## src/design/expipe_pkg.sv

```systemverilog
package expipe_pkg;

  // ------------------------------
  // Datapath widths
  // ------------------------------
  // Register and result word
  localparam int unsigned DATA_W = 32;
  // LDI immediate, zero-extended to DATA_W at execute
  localparam int unsigned IMM_W = 16;

  // Depth of the arithmetic pipeline in cycles
  // Must be at least 2 (operand stage plus one result stage)
  localparam int unsigned ALU_LAT = 3;

  // ------------------------------
  // Opcodes
  // ------------------------------
  typedef enum logic [1:0] {
    // rd = rs1 + rs2
    OP_ADD = 2'b00,
    // rd = rs1 - rs2
    OP_SUB = 2'b01,
    // rd = zero-extended immediate, no sources read
    OP_LDI = 2'b10
  } op_e;

endpackage

```

## src/design/reg_status.sv

```systemverilog
`timescale 1ns/1ps

module reg_status #(
  parameter  int unsigned REG_NUM   = 16,
  parameter  int unsigned ROB_DEPTH = 8,
  localparam int unsigned REG_IDX_W = $clog2(REG_NUM),
  localparam int unsigned ROB_IDX_W = $clog2(ROB_DEPTH)
) (
  input  logic                 clk_i,
  input  logic                 rst_n_i,

  // Destination claim from the issue stage
  input  logic                 issue_valid_i,
  input  logic [REG_IDX_W-1:0] issue_rd_idx_i,
  input  logic [ROB_IDX_W-1:0] issue_rob_idx_i,

  // Source lookup for the issue stage
  input  logic [REG_IDX_W-1:0] issue_rs1_idx_i,
  input  logic [REG_IDX_W-1:0] issue_rs2_idx_i,
  output logic                 issue_rs1_busy_o,
  output logic [ROB_IDX_W-1:0] issue_rs1_rob_idx_o,
  output logic                 issue_rs2_busy_o,
  output logic [ROB_IDX_W-1:0] issue_rs2_rob_idx_o,

  // Release from the commit side
  input  logic                 comm_valid_i,
  input  logic [REG_IDX_W-1:0] comm_rd_idx_i
);

  // Counter must reach ROB_DEPTH, so one bit wider than a ROB index
  localparam int unsigned CNT_W = ROB_IDX_W + 1;
  localparam logic [CNT_W-1:0] CNT_ONE = 1;

  // In-flight writer count per register
  logic [CNT_W-1:0]     cnt_q     [REG_NUM];
  // ROB entry of the newest writer
  logic [ROB_IDX_W-1:0] rob_idx_q [REG_NUM];

  // One-hot decode of the issue and commit targets
  logic [REG_NUM-1:0]   issue_hit;
  logic [REG_NUM-1:0]   comm_hit;

  always_comb begin
    issue_hit = '0;
    comm_hit  = '0;
    issue_hit[issue_rd_idx_i] = issue_valid_i;
    comm_hit[comm_rd_idx_i]   = comm_valid_i;
  end

  // ------------------------------
  // Busy counters
  // ------------------------------
  always_ff @(posedge clk_i or negedge rst_n_i) begin
    if (!rst_n_i) begin
      for (int r = 0; r < REG_NUM; r++) begin
        cnt_q[r] <= '0;
      end
    end else begin
      for (int r = 0; r < REG_NUM; r++) begin
        // Issue and commit on the same register cancel out
        if (issue_hit[r] && !comm_hit[r]) begin
          cnt_q[r] <= cnt_q[r] + CNT_ONE;
        end else if (comm_hit[r] && !issue_hit[r]) begin
          cnt_q[r] <= cnt_q[r] - CNT_ONE;
        end
      end
    end
  end

  // Newest producer always wins, also against a same-cycle commit
  always_ff @(posedge clk_i) begin
    if (issue_valid_i) begin
      rob_idx_q[issue_rd_idx_i] <= issue_rob_idx_i;
    end
  end

  // ------------------------------
  // Lookup ports
  // ------------------------------
  // Busy while any writer is still in flight
  assign issue_rs1_busy_o    = |cnt_q[issue_rs1_idx_i];
  assign issue_rs1_rob_idx_o = rob_idx_q[issue_rs1_idx_i];
  assign issue_rs2_busy_o    = |cnt_q[issue_rs2_idx_i];
  assign issue_rs2_rob_idx_o = rob_idx_q[issue_rs2_idx_i];

endmodule

```

## src/design/reg_file.sv

```systemverilog
`timescale 1ns/1ps

module reg_file #(
  parameter  int unsigned REG_NUM   = 16,
  localparam int unsigned REG_IDX_W = $clog2(REG_NUM)
) (
  input  logic                          clk_i,
  input  logic                          rst_n_i,

  // Read ports, combinational
  input  logic [REG_IDX_W-1:0]          rd1_idx_i,
  output logic [expipe_pkg::DATA_W-1:0] rd1_data_o,
  input  logic [REG_IDX_W-1:0]          rd2_idx_i,
  output logic [expipe_pkg::DATA_W-1:0] rd2_data_o,

  // Commit write port
  input  logic                          wr_valid_i,
  input  logic [REG_IDX_W-1:0]          wr_idx_i,
  input  logic [expipe_pkg::DATA_W-1:0] wr_data_i
);

  // Architectural state
  logic [expipe_pkg::DATA_W-1:0] regs_q [REG_NUM];

  // Registers come out of reset as zero
  always_ff @(posedge clk_i or negedge rst_n_i) begin
    if (!rst_n_i) begin
      for (int r = 0; r < REG_NUM; r++) begin
        regs_q[r] <= '0;
      end
    end else if (wr_valid_i) begin
      regs_q[wr_idx_i] <= wr_data_i;
    end
  end

  // No write bypass, a busy source is read from the ROB instead
  assign rd1_data_o = regs_q[rd1_idx_i];
  assign rd2_data_o = regs_q[rd2_idx_i];

endmodule

```

## src/design/issue_stage.sv

```systemverilog
`timescale 1ns/1ps

module issue_stage #(
  parameter  int unsigned REG_NUM   = 16,
  parameter  int unsigned ROB_DEPTH = 8,
  localparam int unsigned REG_IDX_W = $clog2(REG_NUM),
  localparam int unsigned ROB_IDX_W = $clog2(ROB_DEPTH)
) (
  // Instruction input
  input  logic                          instr_valid_i,
  output logic                          instr_ready_o,
  input  expipe_pkg::op_e               instr_op_i,
  input  logic [REG_IDX_W-1:0]          instr_rd_i,
  input  logic [REG_IDX_W-1:0]          instr_rs1_i,
  input  logic [REG_IDX_W-1:0]          instr_rs2_i,
  input  logic [expipe_pkg::IMM_W-1:0]  instr_imm_i,

  // Register status and register file lookup
  output logic [REG_IDX_W-1:0]          rs1_idx_o,
  output logic [REG_IDX_W-1:0]          rs2_idx_o,
  input  logic                          rs1_busy_i,
  input  logic [ROB_IDX_W-1:0]          rs1_rob_idx_i,
  input  logic                          rs2_busy_i,
  input  logic [ROB_IDX_W-1:0]          rs2_rob_idx_i,
  input  logic [expipe_pkg::DATA_W-1:0] rf_rs1_data_i,
  input  logic [expipe_pkg::DATA_W-1:0] rf_rs2_data_i,

  // ROB forwarding
  output logic [ROB_IDX_W-1:0]          fwd1_idx_o,
  input  logic                          fwd1_done_i,
  input  logic [expipe_pkg::DATA_W-1:0] fwd1_data_i,
  output logic [ROB_IDX_W-1:0]          fwd2_idx_o,
  input  logic                          fwd2_done_i,
  input  logic [expipe_pkg::DATA_W-1:0] fwd2_data_i,

  // ROB allocation state
  input  logic                          rob_full_i,
  input  logic [ROB_IDX_W-1:0]          rob_tail_idx_i,

  // Launch toward reg_status, ROB and ALU
  output logic                          issue_valid_o,
  output logic [REG_IDX_W-1:0]          issue_rd_o,
  output logic [ROB_IDX_W-1:0]          issue_rob_idx_o,
  output expipe_pkg::op_e               issue_op_o,
  output logic [expipe_pkg::DATA_W-1:0] issue_a_o,
  output logic [expipe_pkg::DATA_W-1:0] issue_b_o,
  output logic [expipe_pkg::IMM_W-1:0]  issue_imm_o
);

  logic uses_src;
  logic rs1_ok;
  logic rs2_ok;
  logic can_issue;

  // ------------------------------
  // Source lookup
  // ------------------------------
  assign rs1_idx_o = instr_rs1_i;
  assign rs2_idx_o = instr_rs2_i;
  // Only the newest producer can hold a busy register's value
  assign fwd1_idx_o = rs1_rob_idx_i;
  assign fwd2_idx_o = rs2_rob_idx_i;

  // ------------------------------
  // Stall decision
  // ------------------------------
  always_comb begin
    // LDI reads no register
    uses_src  = (instr_op_i != expipe_pkg::OP_LDI);
    // Operand usable from RF, or already computed in the ROB
    rs1_ok    = !rs1_busy_i || fwd1_done_i;
    rs2_ok    = !rs2_busy_i || fwd2_done_i;
    can_issue = !rob_full_i && (!uses_src || (rs1_ok && rs2_ok));
  end

  assign instr_ready_o = can_issue;
  assign issue_valid_o = instr_valid_i && can_issue;

  // ------------------------------
  // Launch payload
  // ------------------------------
  // Tail entry becomes both the result slot and the ALU tag
  assign issue_rob_idx_o = rob_tail_idx_i;
  assign issue_rd_o      = instr_rd_i;
  assign issue_op_o      = instr_op_i;
  assign issue_imm_o     = instr_imm_i;
  // Busy source comes from the ROB, otherwise from the RF
  assign issue_a_o = rs1_busy_i ? fwd1_data_i : rf_rs1_data_i;
  assign issue_b_o = rs2_busy_i ? fwd2_data_i : rf_rs2_data_i;

endmodule

```

## src/design/alu_pipe.sv

```systemverilog
`timescale 1ns/1ps

module alu_pipe #(
  parameter  int unsigned ROB_DEPTH = 8,
  localparam int unsigned TAG_W     = $clog2(ROB_DEPTH),
  // Result stages after the operand stage
  localparam int unsigned RES_ST    = expipe_pkg::ALU_LAT - 1
) (
  input  logic                          clk_i,
  input  logic                          rst_n_i,

  // Launch from the issue stage
  input  logic                          in_valid_i,
  input  expipe_pkg::op_e               in_op_i,
  input  logic [expipe_pkg::DATA_W-1:0] in_a_i,
  input  logic [expipe_pkg::DATA_W-1:0] in_b_i,
  input  logic [expipe_pkg::IMM_W-1:0]  in_imm_i,
  input  logic [TAG_W-1:0]              in_tag_i,

  // Writeback into the ROB
  output logic                          wb_valid_o,
  output logic [TAG_W-1:0]              wb_tag_o,
  output logic [expipe_pkg::DATA_W-1:0] wb_data_o
);

  // Stage 1, registered operands
  logic                          s1_valid_q;
  expipe_pkg::op_e               s1_op_q;
  logic [expipe_pkg::DATA_W-1:0] s1_a_q;
  logic [expipe_pkg::DATA_W-1:0] s1_b_q;
  logic [expipe_pkg::IMM_W-1:0]  s1_imm_q;
  logic [TAG_W-1:0]              s1_tag_q;

  // Stage 2 onward, result chain
  logic                          res_valid_q [RES_ST];
  logic [TAG_W-1:0]              res_tag_q   [RES_ST];
  logic [expipe_pkg::DATA_W-1:0] res_data_q  [RES_ST];

  logic [expipe_pkg::DATA_W-1:0] alu_res;

  // ------------------------------
  // Execute
  // ------------------------------
  always_comb begin
    unique case (s1_op_q)
      expipe_pkg::OP_ADD: alu_res = s1_a_q + s1_b_q;
      expipe_pkg::OP_SUB: alu_res = s1_a_q - s1_b_q;
      expipe_pkg::OP_LDI: alu_res = {{(expipe_pkg::DATA_W - expipe_pkg::IMM_W){1'b0}}, s1_imm_q};
      default:            alu_res = '0;
    endcase
  end

  // Valid bits shift down the pipe
  always_ff @(posedge clk_i or negedge rst_n_i) begin
    if (!rst_n_i) begin
      s1_valid_q <= 1'b0;
      for (int i = 0; i < RES_ST; i++) begin
        res_valid_q[i] <= 1'b0;
      end
    end else begin
      s1_valid_q     <= in_valid_i;
      res_valid_q[0] <= s1_valid_q;
      for (int i = 1; i < RES_ST; i++) begin
        res_valid_q[i] <= res_valid_q[i-1];
      end
    end
  end

  // Payload follows its valid bit
  always_ff @(posedge clk_i) begin
    if (in_valid_i) begin
      s1_op_q  <= in_op_i;
      s1_a_q   <= in_a_i;
      s1_b_q   <= in_b_i;
      s1_imm_q <= in_imm_i;
      s1_tag_q <= in_tag_i;
    end
    res_tag_q[0]  <= s1_tag_q;
    res_data_q[0] <= alu_res;
    for (int i = 1; i < RES_ST; i++) begin
      res_tag_q[i]  <= res_tag_q[i-1];
      res_data_q[i] <= res_data_q[i-1];
    end
  end

  assign wb_valid_o = res_valid_q[RES_ST-1];
  assign wb_tag_o   = res_tag_q[RES_ST-1];
  assign wb_data_o  = res_data_q[RES_ST-1];

endmodule

```

## src/design/reorder_buffer.sv

```systemverilog
`timescale 1ns/1ps

module reorder_buffer #(
  parameter  int unsigned ROB_DEPTH = 8,
  parameter  int unsigned REG_NUM   = 16,
  localparam int unsigned IDX_W     = $clog2(ROB_DEPTH),
  localparam int unsigned REG_IDX_W = $clog2(REG_NUM),
  // Extra wrap bit separates full from empty
  localparam int unsigned PTR_W     = IDX_W + 1
) (
  input  logic                          clk_i,
  input  logic                          rst_n_i,

  // Allocation at issue
  input  logic                          alloc_valid_i,
  input  logic [REG_IDX_W-1:0]          alloc_rd_i,
  output logic [IDX_W-1:0]              tail_idx_o,
  output logic                          full_o,

  // Writeback from the ALU
  input  logic                          wb_valid_i,
  input  logic [IDX_W-1:0]              wb_idx_i,
  input  logic [expipe_pkg::DATA_W-1:0] wb_data_i,

  // Operand forwarding
  input  logic [IDX_W-1:0]              fwd1_idx_i,
  output logic                          fwd1_done_o,
  output logic [expipe_pkg::DATA_W-1:0] fwd1_data_o,
  input  logic [IDX_W-1:0]              fwd2_idx_i,
  output logic                          fwd2_done_o,
  output logic [expipe_pkg::DATA_W-1:0] fwd2_data_o,

  // In-order commit
  output logic                          comm_valid_o,
  output logic [REG_IDX_W-1:0]          comm_rd_o,
  output logic [expipe_pkg::DATA_W-1:0] comm_data_o,
  output logic [IDX_W-1:0]              comm_head_idx_o
);

  localparam logic [PTR_W-1:0] PTR_ONE = 1;

  logic [PTR_W-1:0]              head_q;
  logic [PTR_W-1:0]              tail_q;
  // Low during reset and the cycle after, blocks allocation
  logic                          run_q;

  // Entry state
  logic                          valid_q [ROB_DEPTH];
  logic                          done_q  [ROB_DEPTH];
  logic [REG_IDX_W-1:0]          rd_q    [ROB_DEPTH];
  logic [expipe_pkg::DATA_W-1:0] data_q  [ROB_DEPTH];

  logic [IDX_W-1:0]              head_idx;
  logic [IDX_W-1:0]              tail_idx;
  logic                          empty;
  logic                          ptr_full;

  // ------------------------------
  // Pointer status
  // ------------------------------
  assign head_idx = head_q[IDX_W-1:0];
  assign tail_idx = tail_q[IDX_W-1:0];
  assign empty    = (head_q == tail_q);
  // Same slot, opposite lap
  assign ptr_full = (head_idx == tail_idx) && (head_q[IDX_W] != tail_q[IDX_W]);

  assign full_o     = ptr_full || !run_q;
  assign tail_idx_o = tail_idx;

  // ------------------------------
  // Forwarding and commit
  // ------------------------------
  assign fwd1_done_o = valid_q[fwd1_idx_i] && done_q[fwd1_idx_i];
  assign fwd1_data_o = data_q[fwd1_idx_i];
  assign fwd2_done_o = valid_q[fwd2_idx_i] && done_q[fwd2_idx_i];
  assign fwd2_data_o = data_q[fwd2_idx_i];

  // Head retires as soon as its result is in
  assign comm_valid_o    = !empty && done_q[head_idx];
  assign comm_rd_o       = rd_q[head_idx];
  assign comm_data_o     = data_q[head_idx];
  assign comm_head_idx_o = head_idx;

  // ------------------------------
  // Control state
  // ------------------------------
  always_ff @(posedge clk_i or negedge rst_n_i) begin
    if (!rst_n_i) begin
      head_q <= '0;
      tail_q <= '0;
      run_q  <= 1'b0;
      for (int i = 0; i < ROB_DEPTH; i++) begin
        valid_q[i] <= 1'b0;
        done_q[i]  <= 1'b0;
      end
    end else begin
      run_q <= 1'b1;
      // Writeback always hits an in-flight entry
      if (wb_valid_i) begin
        done_q[wb_idx_i] <= 1'b1;
      end
      if (comm_valid_o) begin
        valid_q[head_idx] <= 1'b0;
        head_q            <= head_q + PTR_ONE;
      end
      // Never the head slot here, since allocation needs a free entry
      if (alloc_valid_i) begin
        valid_q[tail_idx] <= 1'b1;
        done_q[tail_idx]  <= 1'b0;
        tail_q            <= tail_q + PTR_ONE;
      end
    end
  end

  // Payload
  always_ff @(posedge clk_i) begin
    if (alloc_valid_i) begin
      rd_q[tail_idx] <= alloc_rd_i;
    end
    if (wb_valid_i) begin
      data_q[wb_idx_i] <= wb_data_i;
    end
  end

endmodule

```

## src/design/expipe_top.sv

```systemverilog
`timescale 1ns/1ps

module expipe_top #(
  parameter  int unsigned REG_NUM   = 16,
  parameter  int unsigned ROB_DEPTH = 8,
  localparam int unsigned REG_IDX_W = $clog2(REG_NUM),
  localparam int unsigned ROB_IDX_W = $clog2(ROB_DEPTH)
) (
  input  logic                          clk_i,
  input  logic                          rst_n_i,

  // Instruction input, valid/ready
  input  logic                          instr_valid_i,
  output logic                          instr_ready_o,
  input  expipe_pkg::op_e               instr_op_i,
  input  logic [REG_IDX_W-1:0]          instr_rd_i,
  input  logic [REG_IDX_W-1:0]          instr_rs1_i,
  input  logic [REG_IDX_W-1:0]          instr_rs2_i,
  input  logic [expipe_pkg::IMM_W-1:0]  instr_imm_i,

  // Commit output, valid only
  output logic                          commit_valid_o,
  output logic [REG_IDX_W-1:0]          commit_rd_o,
  output logic [expipe_pkg::DATA_W-1:0] commit_data_o
);

  // ------------------------------
  // Interconnect
  // ------------------------------
  // Source lookup
  logic [REG_IDX_W-1:0]          rs1_idx;
  logic [REG_IDX_W-1:0]          rs2_idx;
  logic                          rs1_busy;
  logic                          rs2_busy;
  logic [ROB_IDX_W-1:0]          rs1_rob_idx;
  logic [ROB_IDX_W-1:0]          rs2_rob_idx;
  logic [expipe_pkg::DATA_W-1:0] rf_rs1_data;
  logic [expipe_pkg::DATA_W-1:0] rf_rs2_data;

  // ROB forwarding
  logic [ROB_IDX_W-1:0]          fwd1_idx;
  logic                          fwd1_done;
  logic [expipe_pkg::DATA_W-1:0] fwd1_data;
  logic [ROB_IDX_W-1:0]          fwd2_idx;
  logic                          fwd2_done;
  logic [expipe_pkg::DATA_W-1:0] fwd2_data;
  logic                          rob_full;
  logic [ROB_IDX_W-1:0]          rob_tail_idx;

  // Launch
  logic                          issue_valid;
  logic [REG_IDX_W-1:0]          issue_rd;
  logic [ROB_IDX_W-1:0]          issue_rob_idx;
  expipe_pkg::op_e               issue_op;
  logic [expipe_pkg::DATA_W-1:0] issue_a;
  logic [expipe_pkg::DATA_W-1:0] issue_b;
  logic [expipe_pkg::IMM_W-1:0]  issue_imm;

  // Writeback
  logic                          wb_valid;
  logic [ROB_IDX_W-1:0]          wb_tag;
  logic [expipe_pkg::DATA_W-1:0] wb_data;

  issue_stage #(
    .REG_NUM   (REG_NUM),
    .ROB_DEPTH (ROB_DEPTH)
  ) u_issue (
    .instr_valid_i   (instr_valid_i),
    .instr_ready_o   (instr_ready_o),
    .instr_op_i      (instr_op_i),
    .instr_rd_i      (instr_rd_i),
    .instr_rs1_i     (instr_rs1_i),
    .instr_rs2_i     (instr_rs2_i),
    .instr_imm_i     (instr_imm_i),
    .rs1_idx_o       (rs1_idx),
    .rs2_idx_o       (rs2_idx),
    .rs1_busy_i      (rs1_busy),
    .rs1_rob_idx_i   (rs1_rob_idx),
    .rs2_busy_i      (rs2_busy),
    .rs2_rob_idx_i   (rs2_rob_idx),
    .rf_rs1_data_i   (rf_rs1_data),
    .rf_rs2_data_i   (rf_rs2_data),
    .fwd1_idx_o      (fwd1_idx),
    .fwd1_done_i     (fwd1_done),
    .fwd1_data_i     (fwd1_data),
    .fwd2_idx_o      (fwd2_idx),
    .fwd2_done_i     (fwd2_done),
    .fwd2_data_i     (fwd2_data),
    .rob_full_i      (rob_full),
    .rob_tail_idx_i  (rob_tail_idx),
    .issue_valid_o   (issue_valid),
    .issue_rd_o      (issue_rd),
    .issue_rob_idx_o (issue_rob_idx),
    .issue_op_o      (issue_op),
    .issue_a_o       (issue_a),
    .issue_b_o       (issue_b),
    .issue_imm_o     (issue_imm)
  );

  reg_status #(
    .REG_NUM   (REG_NUM),
    .ROB_DEPTH (ROB_DEPTH)
  ) u_status (
    .clk_i               (clk_i),
    .rst_n_i             (rst_n_i),
    .issue_valid_i       (issue_valid),
    .issue_rd_idx_i      (issue_rd),
    .issue_rob_idx_i     (issue_rob_idx),
    .issue_rs1_idx_i     (rs1_idx),
    .issue_rs2_idx_i     (rs2_idx),
    .issue_rs1_busy_o    (rs1_busy),
    .issue_rs1_rob_idx_o (rs1_rob_idx),
    .issue_rs2_busy_o    (rs2_busy),
    .issue_rs2_rob_idx_o (rs2_rob_idx),
    .comm_valid_i        (commit_valid_o),
    .comm_rd_idx_i       (commit_rd_o)
  );

  reg_file #(
    .REG_NUM (REG_NUM)
  ) u_rf (
    .clk_i      (clk_i),
    .rst_n_i    (rst_n_i),
    .rd1_idx_i  (rs1_idx),
    .rd1_data_o (rf_rs1_data),
    .rd2_idx_i  (rs2_idx),
    .rd2_data_o (rf_rs2_data),
    .wr_valid_i (commit_valid_o),
    .wr_idx_i   (commit_rd_o),
    .wr_data_i  (commit_data_o)
  );

  alu_pipe #(
    .ROB_DEPTH (ROB_DEPTH)
  ) u_alu (
    .clk_i      (clk_i),
    .rst_n_i    (rst_n_i),
    .in_valid_i (issue_valid),
    .in_op_i    (issue_op),
    .in_a_i     (issue_a),
    .in_b_i     (issue_b),
    .in_imm_i   (issue_imm),
    .in_tag_i   (issue_rob_idx),
    .wb_valid_o (wb_valid),
    .wb_tag_o   (wb_tag),
    .wb_data_o  (wb_data)
  );

  // Commit drives the RF, the status table and the top outputs
  reorder_buffer #(
    .ROB_DEPTH (ROB_DEPTH),
    .REG_NUM   (REG_NUM)
  ) u_rob (
    .clk_i           (clk_i),
    .rst_n_i         (rst_n_i),
    .alloc_valid_i   (issue_valid),
    .alloc_rd_i      (issue_rd),
    .tail_idx_o      (rob_tail_idx),
    .full_o          (rob_full),
    .wb_valid_i      (wb_valid),
    .wb_idx_i        (wb_tag),
    .wb_data_i       (wb_data),
    .fwd1_idx_i      (fwd1_idx),
    .fwd1_done_o     (fwd1_done),
    .fwd1_data_o     (fwd1_data),
    .fwd2_idx_i      (fwd2_idx),
    .fwd2_done_o     (fwd2_done),
    .fwd2_data_o     (fwd2_data),
    .comm_valid_o    (commit_valid_o),
    .comm_rd_o       (commit_rd_o),
    .comm_data_o     (commit_data_o),
    .comm_head_idx_o ()
  );

endmodule

```

## config.mk

```make
export PLATFORM = sky130hd
export DESIGN_NAME = expipe_top
export DESIGN_NICKNAME = d
export VERILOG_FILES = /design/src/design/expipe_pkg.sv /design/src/design/reg_status.sv /design/src/design/reg_file.sv /design/src/design/issue_stage.sv /design/src/design/alu_pipe.sv /design/src/design/reorder_buffer.sv /design/src/design/expipe_top.sv
export SDC_FILE = /design/constraint.sdc
export NUM_CORES = 2
export LEC_CHECK = 0
export ABC_CLOCK_PERIOD_IN_PS = 6850
export BUFFER_PORTS_ARGS = -buffer_cell sky130_fd_sc_hd__buf_2
export CORE_UTILIZATION = 50
export CTS_CLUSTER_SIZE = 40
export DETAILED_ROUTE_END_ITERATION = 10
export GPL_TIMING_DRIVEN = 0
export PLACE_DENSITY = 0.66
export SYNTH_ARGS = -nofsm -noshare
export SYNTH_HDL_FRONTEND = slang
export SYNTH_SLANG_ARGS = --single-unit
```

## constraint.sdc

```tcl
create_clock -name clk_i -period 6.85 [get_ports clk_i]
set_input_delay 1.0275 -clock clk_i [delete_from_list [all_inputs] [get_ports clk_i]]
set_output_delay 1.0275 -clock clk_i [all_outputs]
set_load 0.05 [all_outputs]
```

== Word level (Yosys, flattened, before mapping) ==
Memories as Yosys holds them, arrays and structs flattened.
Index checks and enable logic that the tools add are counted.

* $add $sub $neg: 36
* Order comparisons: 16
* Eq/ne operators: 6
* Multiplexer cells: 83
* Bitwise operators: 16
* Reductions and logical operators: 106

{| class="wikitable"
|+ Operators by type and width
! kind !! count
|-
| $bwmux 512 || 1
|-
| $bmux 32 s4 || 2
|-
| $mux 32 || 7
|-
| $mux 4 || 36
|-
| $demux 32 s4 || 1
|-
| $pmux 32 s3 || 1
|-
| $add 4x1->4 const B || 18
|-
| $sub 4x1->4 const B || 16
|-
| $logic_and 1x1->1 || 45
|-
| $logic_not 1->1 || 38
|-
| $add 32x32->32 || 1
|-
| $and 16x16->16 || 2
|-
| $bmux 4 s4 || 2
|-
| $mux 8 || 4
|-
| $reduce_bool 2->1 || 16
|-
| $sub 32x32->32 || 1
|-
| $ge 4x4->1 const B || 5
|-
| $not 3->4 || 5
|-
| $mux 1 || 19
|-
| $and 8x8->8 || 2
|-
| $not 8->8 || 2
|-
| $or 8x8->8 || 2
|-
| $bmux 1 s3 || 5
|-
| $ge 5x5->1 const B || 3
|-
| 16 further kinds || 29
|}

* Register bits after elaboration: 689
* RAM bits: 406
* Input bits: 33
* Output and inout bits: 38
* Memories kept: 5

{| class="wikitable"
|+ Memory list
! name !! depth !! bits a word !! read ports !! clocked after memory_dff !! wr ports !! RTL line !! source
|-
| u_rob.data_q || 8 || 32 || 3 || 0 || 1 || reorder_buffer.sv:51 || <nowiki>logic [expipe_pkg::DATA_W-1:0] data_q [ROB_DEPTH];</nowiki>
|-
| u_alu.res_data_q || 2 || 32 || 2 || 0 || 2 || alu_pipe.sv:37 || <nowiki>logic [expipe_pkg::DATA_W-1:0] res_data_q [RES_ST];</nowiki>
|-
| u_status.rob_idx_q || 16 || 3 || 2 || 0 || 1 || reg_status.sv:37 || <nowiki>logic [ROB_IDX_W-1:0] rob_idx_q [REG_NUM];</nowiki>
|-
| u_rob.rd_q || 8 || 4 || 1 || 0 || 1 || reorder_buffer.sv:50 || <nowiki>logic [REG_IDX_W-1:0] rd_q [ROB_DEPTH];</nowiki>
|-
| u_alu.res_tag_q || 2 || 3 || 2 || 0 || 2 || alu_pipe.sv:36 || <nowiki>logic [TAG_W-1:0] res_tag_q [RES_ST];</nowiki>
|}

== Longest topological paths before layout ==
* Depth in word-level cells: 16
* Depth in mapped cells: 20

== Hierarchy ==
From an unflattened synthesis, not the netlist that was laid out.

* Cell total of the unflattened synthesis: 3672
* Area, all modules: 57313.7 um^2

{| class="wikitable"
|+ Modules (own cells, without submodules)
! module !! times used !! cells each !! area an instance (um^2) !! seq. area each (um^2)
|-
| reg_file || 1 || 1675 || 26457.9 || 12812.3
|-
| reorder_buffer || 1 || 797 || 15971.6 || 9273.9
|-
| alu_pipe || 1 || 588 || 6892.9 || 4028.9
|-
| reg_status || 1 || 495 || 6575.1 || 3042.9
|-
| issue_stage || 1 || 117 || 1416.4 || 0.0
|}

== Worst setup path after synthesis ==
Ideal clock, no wire load.

* Kind: input to register
* Start: input port instr_rs2_i[2]
* End: register u_alu.s1_a_q[0] in the netlist's numbering, enable pin
* Setup time: 440 ps
* Arrival time: 5022 ps
* Required time: 6410 ps
* Path slack: 1388 ps
* Stages: 10
* Buffers on the path: 2
* Cell sequence: buf_4 -> mux4_2 -> mux2_2 -> o21ai_2 -> mux2_1 -> or3b_1 -> a41oi_2 -> nand2_1 -> buf_6 -> inv_1

* Word-level cells in the longest chain between the ends: 11
* Elaborated cells between the ends (all ways): 20
* Classes of those cells: 9 x mux; 2 x bitwise; 8 x reduce/logical; 1 x memory

{| class="wikitable"
|+ Ends and longest elaborated chain
! item !! RTL line !! source
|-
| start: declaration || expipe_top.sv:18 || <nowiki>input logic [REG_IDX_W-1:0] instr_rs2_i,</nowiki>
|-
| $mem_v2 16x3 / $not 4->5 (equally long branches) || - ||
|-
| $not 3->4 (implied by the code) / $bmux 4 s4 (equally long branches) || reorder_buffer.sv:75, reg_status.sv:83 ||
|-
| $bmux 1 s3 / $mux 4 (equally long branches) || reorder_buffer.sv:75, reg_status.sv:83 ||
|-
| $mux 1 (implied by the code) / $mux 4 (equally long branches) || reorder_buffer.sv:75, reg_status.sv:83 ||
|-
| $mux 1 (implied by the code) / $reduce_or 4->1 (equally long branches) || reorder_buffer.sv:75, reg_status.sv:83 ||
|-
| $logic_and 1x1->1 / $logic_not 1->1 (equally long branches) || reorder_buffer.sv:75, issue_stage.sv:72 ||
|-
| $logic_or 1x1->1 (*) || issue_stage.sv:72 || <nowiki>rs2_ok = !rs2_busy_i || fwd2_done_i;</nowiki>
|-
| $logic_and 1x1->1 (*) || issue_stage.sv:73 || <nowiki>can_issue = !rob_full_i && (!uses_src || (rs1_ok && rs2_ok));</nowiki>
|-
| $logic_or 1x1->1 (*) || issue_stage.sv:73 ||
|-
| $logic_and 1x1->1 (*) || issue_stage.sv:73 ||
|-
| $logic_and 1x1->1 (*) || issue_stage.sv:77 || <nowiki>assign issue_valid_o = instr_valid_i && can_issue;</nowiki>
|-
| via issue_valid || expipe_top.sv:51 || <nowiki>logic issue_valid;</nowiki>
|-
| end signal: assignment || alu_pipe.sv:73 || <nowiki>s1_a_q <= in_a_i;</nowiki>
|-
| end: declaration || alu_pipe.sv:29 || <nowiki>logic [expipe_pkg::DATA_W-1:0] s1_a_q;</nowiki>
|}

Mark *: on every way through the listed nets, which the timed path passes. The rest lies on a longest branch. The select of a mux whose other input is x is not followed.
A chain may end at the register's enable or synchronous reset.

== Worst setup path in the final report ==
* Start: register u_rob.head_q[1]
* End: output port commit_data_o[28] in the netlist's numbering

* Word-level cells in the longest chain between the ends: 1

{| class="wikitable"
|+ Ends and longest elaborated chain
! item !! RTL line !! source
|-
| start: declaration || reorder_buffer.sv:42 || <nowiki>logic [PTR_W-1:0] head_q;</nowiki>
|-
| start signal: assignment || reorder_buffer.sv:104 || <nowiki>head_q <= head_q + PTR_ONE;</nowiki>
|-
| $mem_v2 8x32 || - ||
|-
| end: declaration || expipe_top.sv:24 || <nowiki>output logic [expipe_pkg::DATA_W-1:0] commit_data_o</nowiki>
|}

Every way passes these cells.

==> results.sh <==
export IMPL_status="complete, no violations"
export IMPL_clock_fmax_mhz=152
export IMPL_critical_path_cell_chain="clkbuf_1, buf_1, clkbuf_1, mux2i_1, clkbuf_1, inv_1, buf_2"
export IMPL_cts_sinks=1095
export IMPL_synth_compound_area_share_pct=10.5
export IMPL_muxShareOfSynthArea_pct=18.5
export IMPL_place_congestion=0.990
export IMPL_fin_crit_sh_pct=96.2
export IMPL_async_reset_ff_share_pct=55.2
export IMPL_worst_r2r_path_depth=18
export IMPL_drive_gt1_share_pct=16.1
export IMPL_final_hold_viol_count=0
export IMPL_drv_slew=0
export IMPL_slew_limit_headroom_pct=7.44
export IMPL_worstPathArrival_ps=5560
export IMPL_pin_count=71
export IMPL_synth_area_um2=55600
export IMPL_grt_pass1_vias=41300
export IMPL_total_power_mw=26.4
export IMPL_cts_tree="yes"
export IMPL_fp_dieW_um=335
export IMPL_postSynthCellCount=4702
export IMPL_fin_skew_ps=39.7
export IMPL_synth_fa_ha_area_share_pct=2.46
export IMPL_grt_pass1_wl_um=268000
export IMPL_dp_hpwl_um=131000
export IMPL_synth_xor_area_share_pct=1.97
export IMPL_start_util_pct=50.7
export IMPL_maxCapViolations=0
export IMPL_r2r_end="u_status.cnt_q[23]"
export IMPL_hold_path_class="primary input to asynchronous set/reset pin"
export IMPL_grt_max_degree=120
export IMPL_slowest_delay_ps=1170
export IMPL_synth_nets=4834
export IMPL_final_cell_mix="nand2_1, o21ai_0, dfrtp_1"
export IMPL_layout_setup_ws_ps=260
export IMPL_required_ps=5820
export IMPL_critPathKind="flop to output pin"
export IMPL_min_period_ps=6590
export IMPL_top_layer="met5"
export IMPL_synth_area_per_cell_um2=11.8
export IMPL_synthSimpleGateAreaFrac_pct=10.9
export IMPL_post_route_drc_count=0
export IMPL_crit_start="u_rob.head_q[1]"
export IMPL_synth_seq_area_share_pct=52.4
export IMPL_cts_root_buf="clkbuf_16"
export IMPL_ant_nets=0
export IMPL_dr_total_vias=42400
export IMPL_antenna_found_initial=7
export IMPL_viasPerCell=6.54
export IMPL_synthTopCellsByArea="dfrtp_1, edfxtp_1, mux4_2"
export IMPL_wl_met2_um=82300
export IMPL_setup_tns_final_ps=0
export IMPL_end_kind="output pin"
export IMPL_coreArea_um2=110000
export IMPL_powerDensity_nw_per_um2=424
export IMPL_rows=121
export IMPL_clock_latency_ps=740
export IMPL_place_ws_ps=232
export IMPL_die_h_um=335
export IMPL_leakagePower_nw=24.1
export IMPL_cts_reportedPaths_clkPinSlew_ps=60
export IMPL_cts_repair_resized=0
export IMPL_synth_top_area_cell="dfrtp_1"
export IMPL_synth_flop_cell="dfrtp_1"
export IMPL_grtUsageTotal_pct=32.4
export IMPL_r2r_slack_ps=1030
export IMPL_die_area_um2=113000
export IMPL_rsz0062_at_grt="no"
export IMPL_yosys_area_top_type_share_pct=27.2
export IMPL_nets=5036
export IMPL_cts_setup_buffers=0
export IMPL_ctsHoldBuffers=0
export IMPL_crit_fanout=10
export IMPL_wl_met1_um=69300
export IMPL_cp_buffers_inverters=6
export IMPL_ys_types=69
export IMPL_critical_path_top_delay_family="buffers and inverters"
export IMPL_routed_wl_um=182000
export IMPL_drt_wirelength_per_cell_um=28.1
export IMPL_gr_total_overflow=0
export IMPL_worst_slew_pin_slew_ps=1350
export IMPL_layout_commonest_cell="nand2_1"
export IMPL_cts_made_buffers=114
export IMPL_synth_edf_count=421
export IMPL_synth_top_family_by_area="multiplexers"
export IMPL_ys_ff_latch=1095
export IMPL_nFillCells=9112
export IMPL_io_buffers=63
export IMPL_ys_warn_count=0
export IMPL_ir_worst_vdd_uv=279
export IMPL_wl_met3_um=23600
export IMPL_drt_pass1_iter_count=8
export IMPL_crit_slowest_cell="mux2i_1"
export IMPL_critPathLaunchType="flop"
export IMPL_clockBufferDepth=3
export IMPL_h_tree_depth=3
export IMPL_drtIter0Drc=6014
export IMPL_cp_common_cell="clkbuf_1"
export IMPL_area_growth_pct=12.1
export IMPL_setup_viol=0
export IMPL_timing_rr_start="u_status.rob_idx_q[13][0]"
[per-stage QoR]
stage / utilization [%] / hold slack (ps) / cell area, um^2 / cells
6_report: 56.9 / 229 / 62300 / 6482
5_1_grt: 56.8 / 243 / 62300 / 6479
4_1_cts: 56.8 / 234 / 62300 / 6478
3_5_place_dp: 53.2 / 312 / 58300 / 6263
3_3_place_gp: 52.7 / 311 / 57800 / 6241
2_1_floorplan: - / 310 / 55600 / 4702
[worst max-delay path by stage]
stage / endpoint / slack [ps] / cells past startpoint
global route: commit_data_o[28] / 270 / 7
floorplan: u_alu.s1_a_q[0] / 1390 / 10
CTS: commit_data_o[28] / 450 / 7
finish: commit_data_o[28] / 260 / 7
detailed placement: u_status.cnt_q[23] / 230 / 19
global placement: u_rf.regs_q[103] / -8110 / 1
[cell families after synthesis]
logic type | after synthesis
other cells | 1
simple gates | 1435
fa+ha+maj | 99
xor+xnor | 125
compound gates | 1008
buf+inv | 444
flops | 1095
mux | 495
[where the power goes]
part	internal, mW	switching [mW]	total (mW)
logic	3.52	6.17	9.70
clock network	3.89	2.75	6.63
registers	8.68	1.43	10.1
total	16.1	10.4	26.4
[final cells by class]
cell class | count | area (um^2) | share of cell area, %
flip-flops and latches | 1095 | 29200 | 46.8
multi-input cells | 3163 | 24800 | 39.7
clock buffers | 154 | 3280 | 5.26
well taps | 1476 | 1850 | 2.96
plain buffers | 377 | 1490 | 2.39
repair buffers | 86 | 776 | 1.24
clock inverters | 61 | 741 | 1.19
inverters | 67 | 254 | 0.408
diodes | 3 | 7.51 | 0.0120
[state kept, by name (all words and copies together), names as in the netlist, 3 cells and up]
name / cells
u_alu.s1_tag_q: 3
u_alu.s1_b_q: 32
u_alu.s1_imm_q: 16
u_status.cnt_q: 64
u_rob.done_q: 8
u_rob.head_q: 4
u_alu.res_data_q: 64
u_rob.tail_q: 4
u_alu.res_tag_q: 6
u_rob.rd_q: 32
u_rob.data_q: 256
u_rob.valid_q: 8
u_status.rob_idx_q: 48
u_alu.s1_a_q: 32
u_rf.regs_q: 512
[synthesized netlist by cell type (7+ instances only)]
cell	number
or4_1	9
o21ai_0	628
mux4_2	425
a21o_1	29
and2_1	70
mux2i_1	39
nor4_1	18
xnor2_1	84
and3_1	37
or2_2	7
nand3_1	79
mux2_2	30
nand2_1	1043
o31ai_1	11
a21oi_1	88
inv_1	67
dfrtp_1	604
a311oi_1	65
a31oi_1	69
xor2_1	41
a211oi_1	69
dfxtp_1	70
ha_1	82
buf_2	31
buf_1	41
or3_1	8
nor2_1	82
nor2b_1	12
edfxtp_1	421
fa_1	17
nand2b_1	28
clkbuf_1	299
nor3_1	24
[metal layers]
layer,GRT usage (%),vias to the layer above
li1,-,17700
met1,44.3,21300
met2,49.7,2843
met3,9.45,538
met4,10.8,8
met5,0,-
Power figures use the tool's default switching activity.
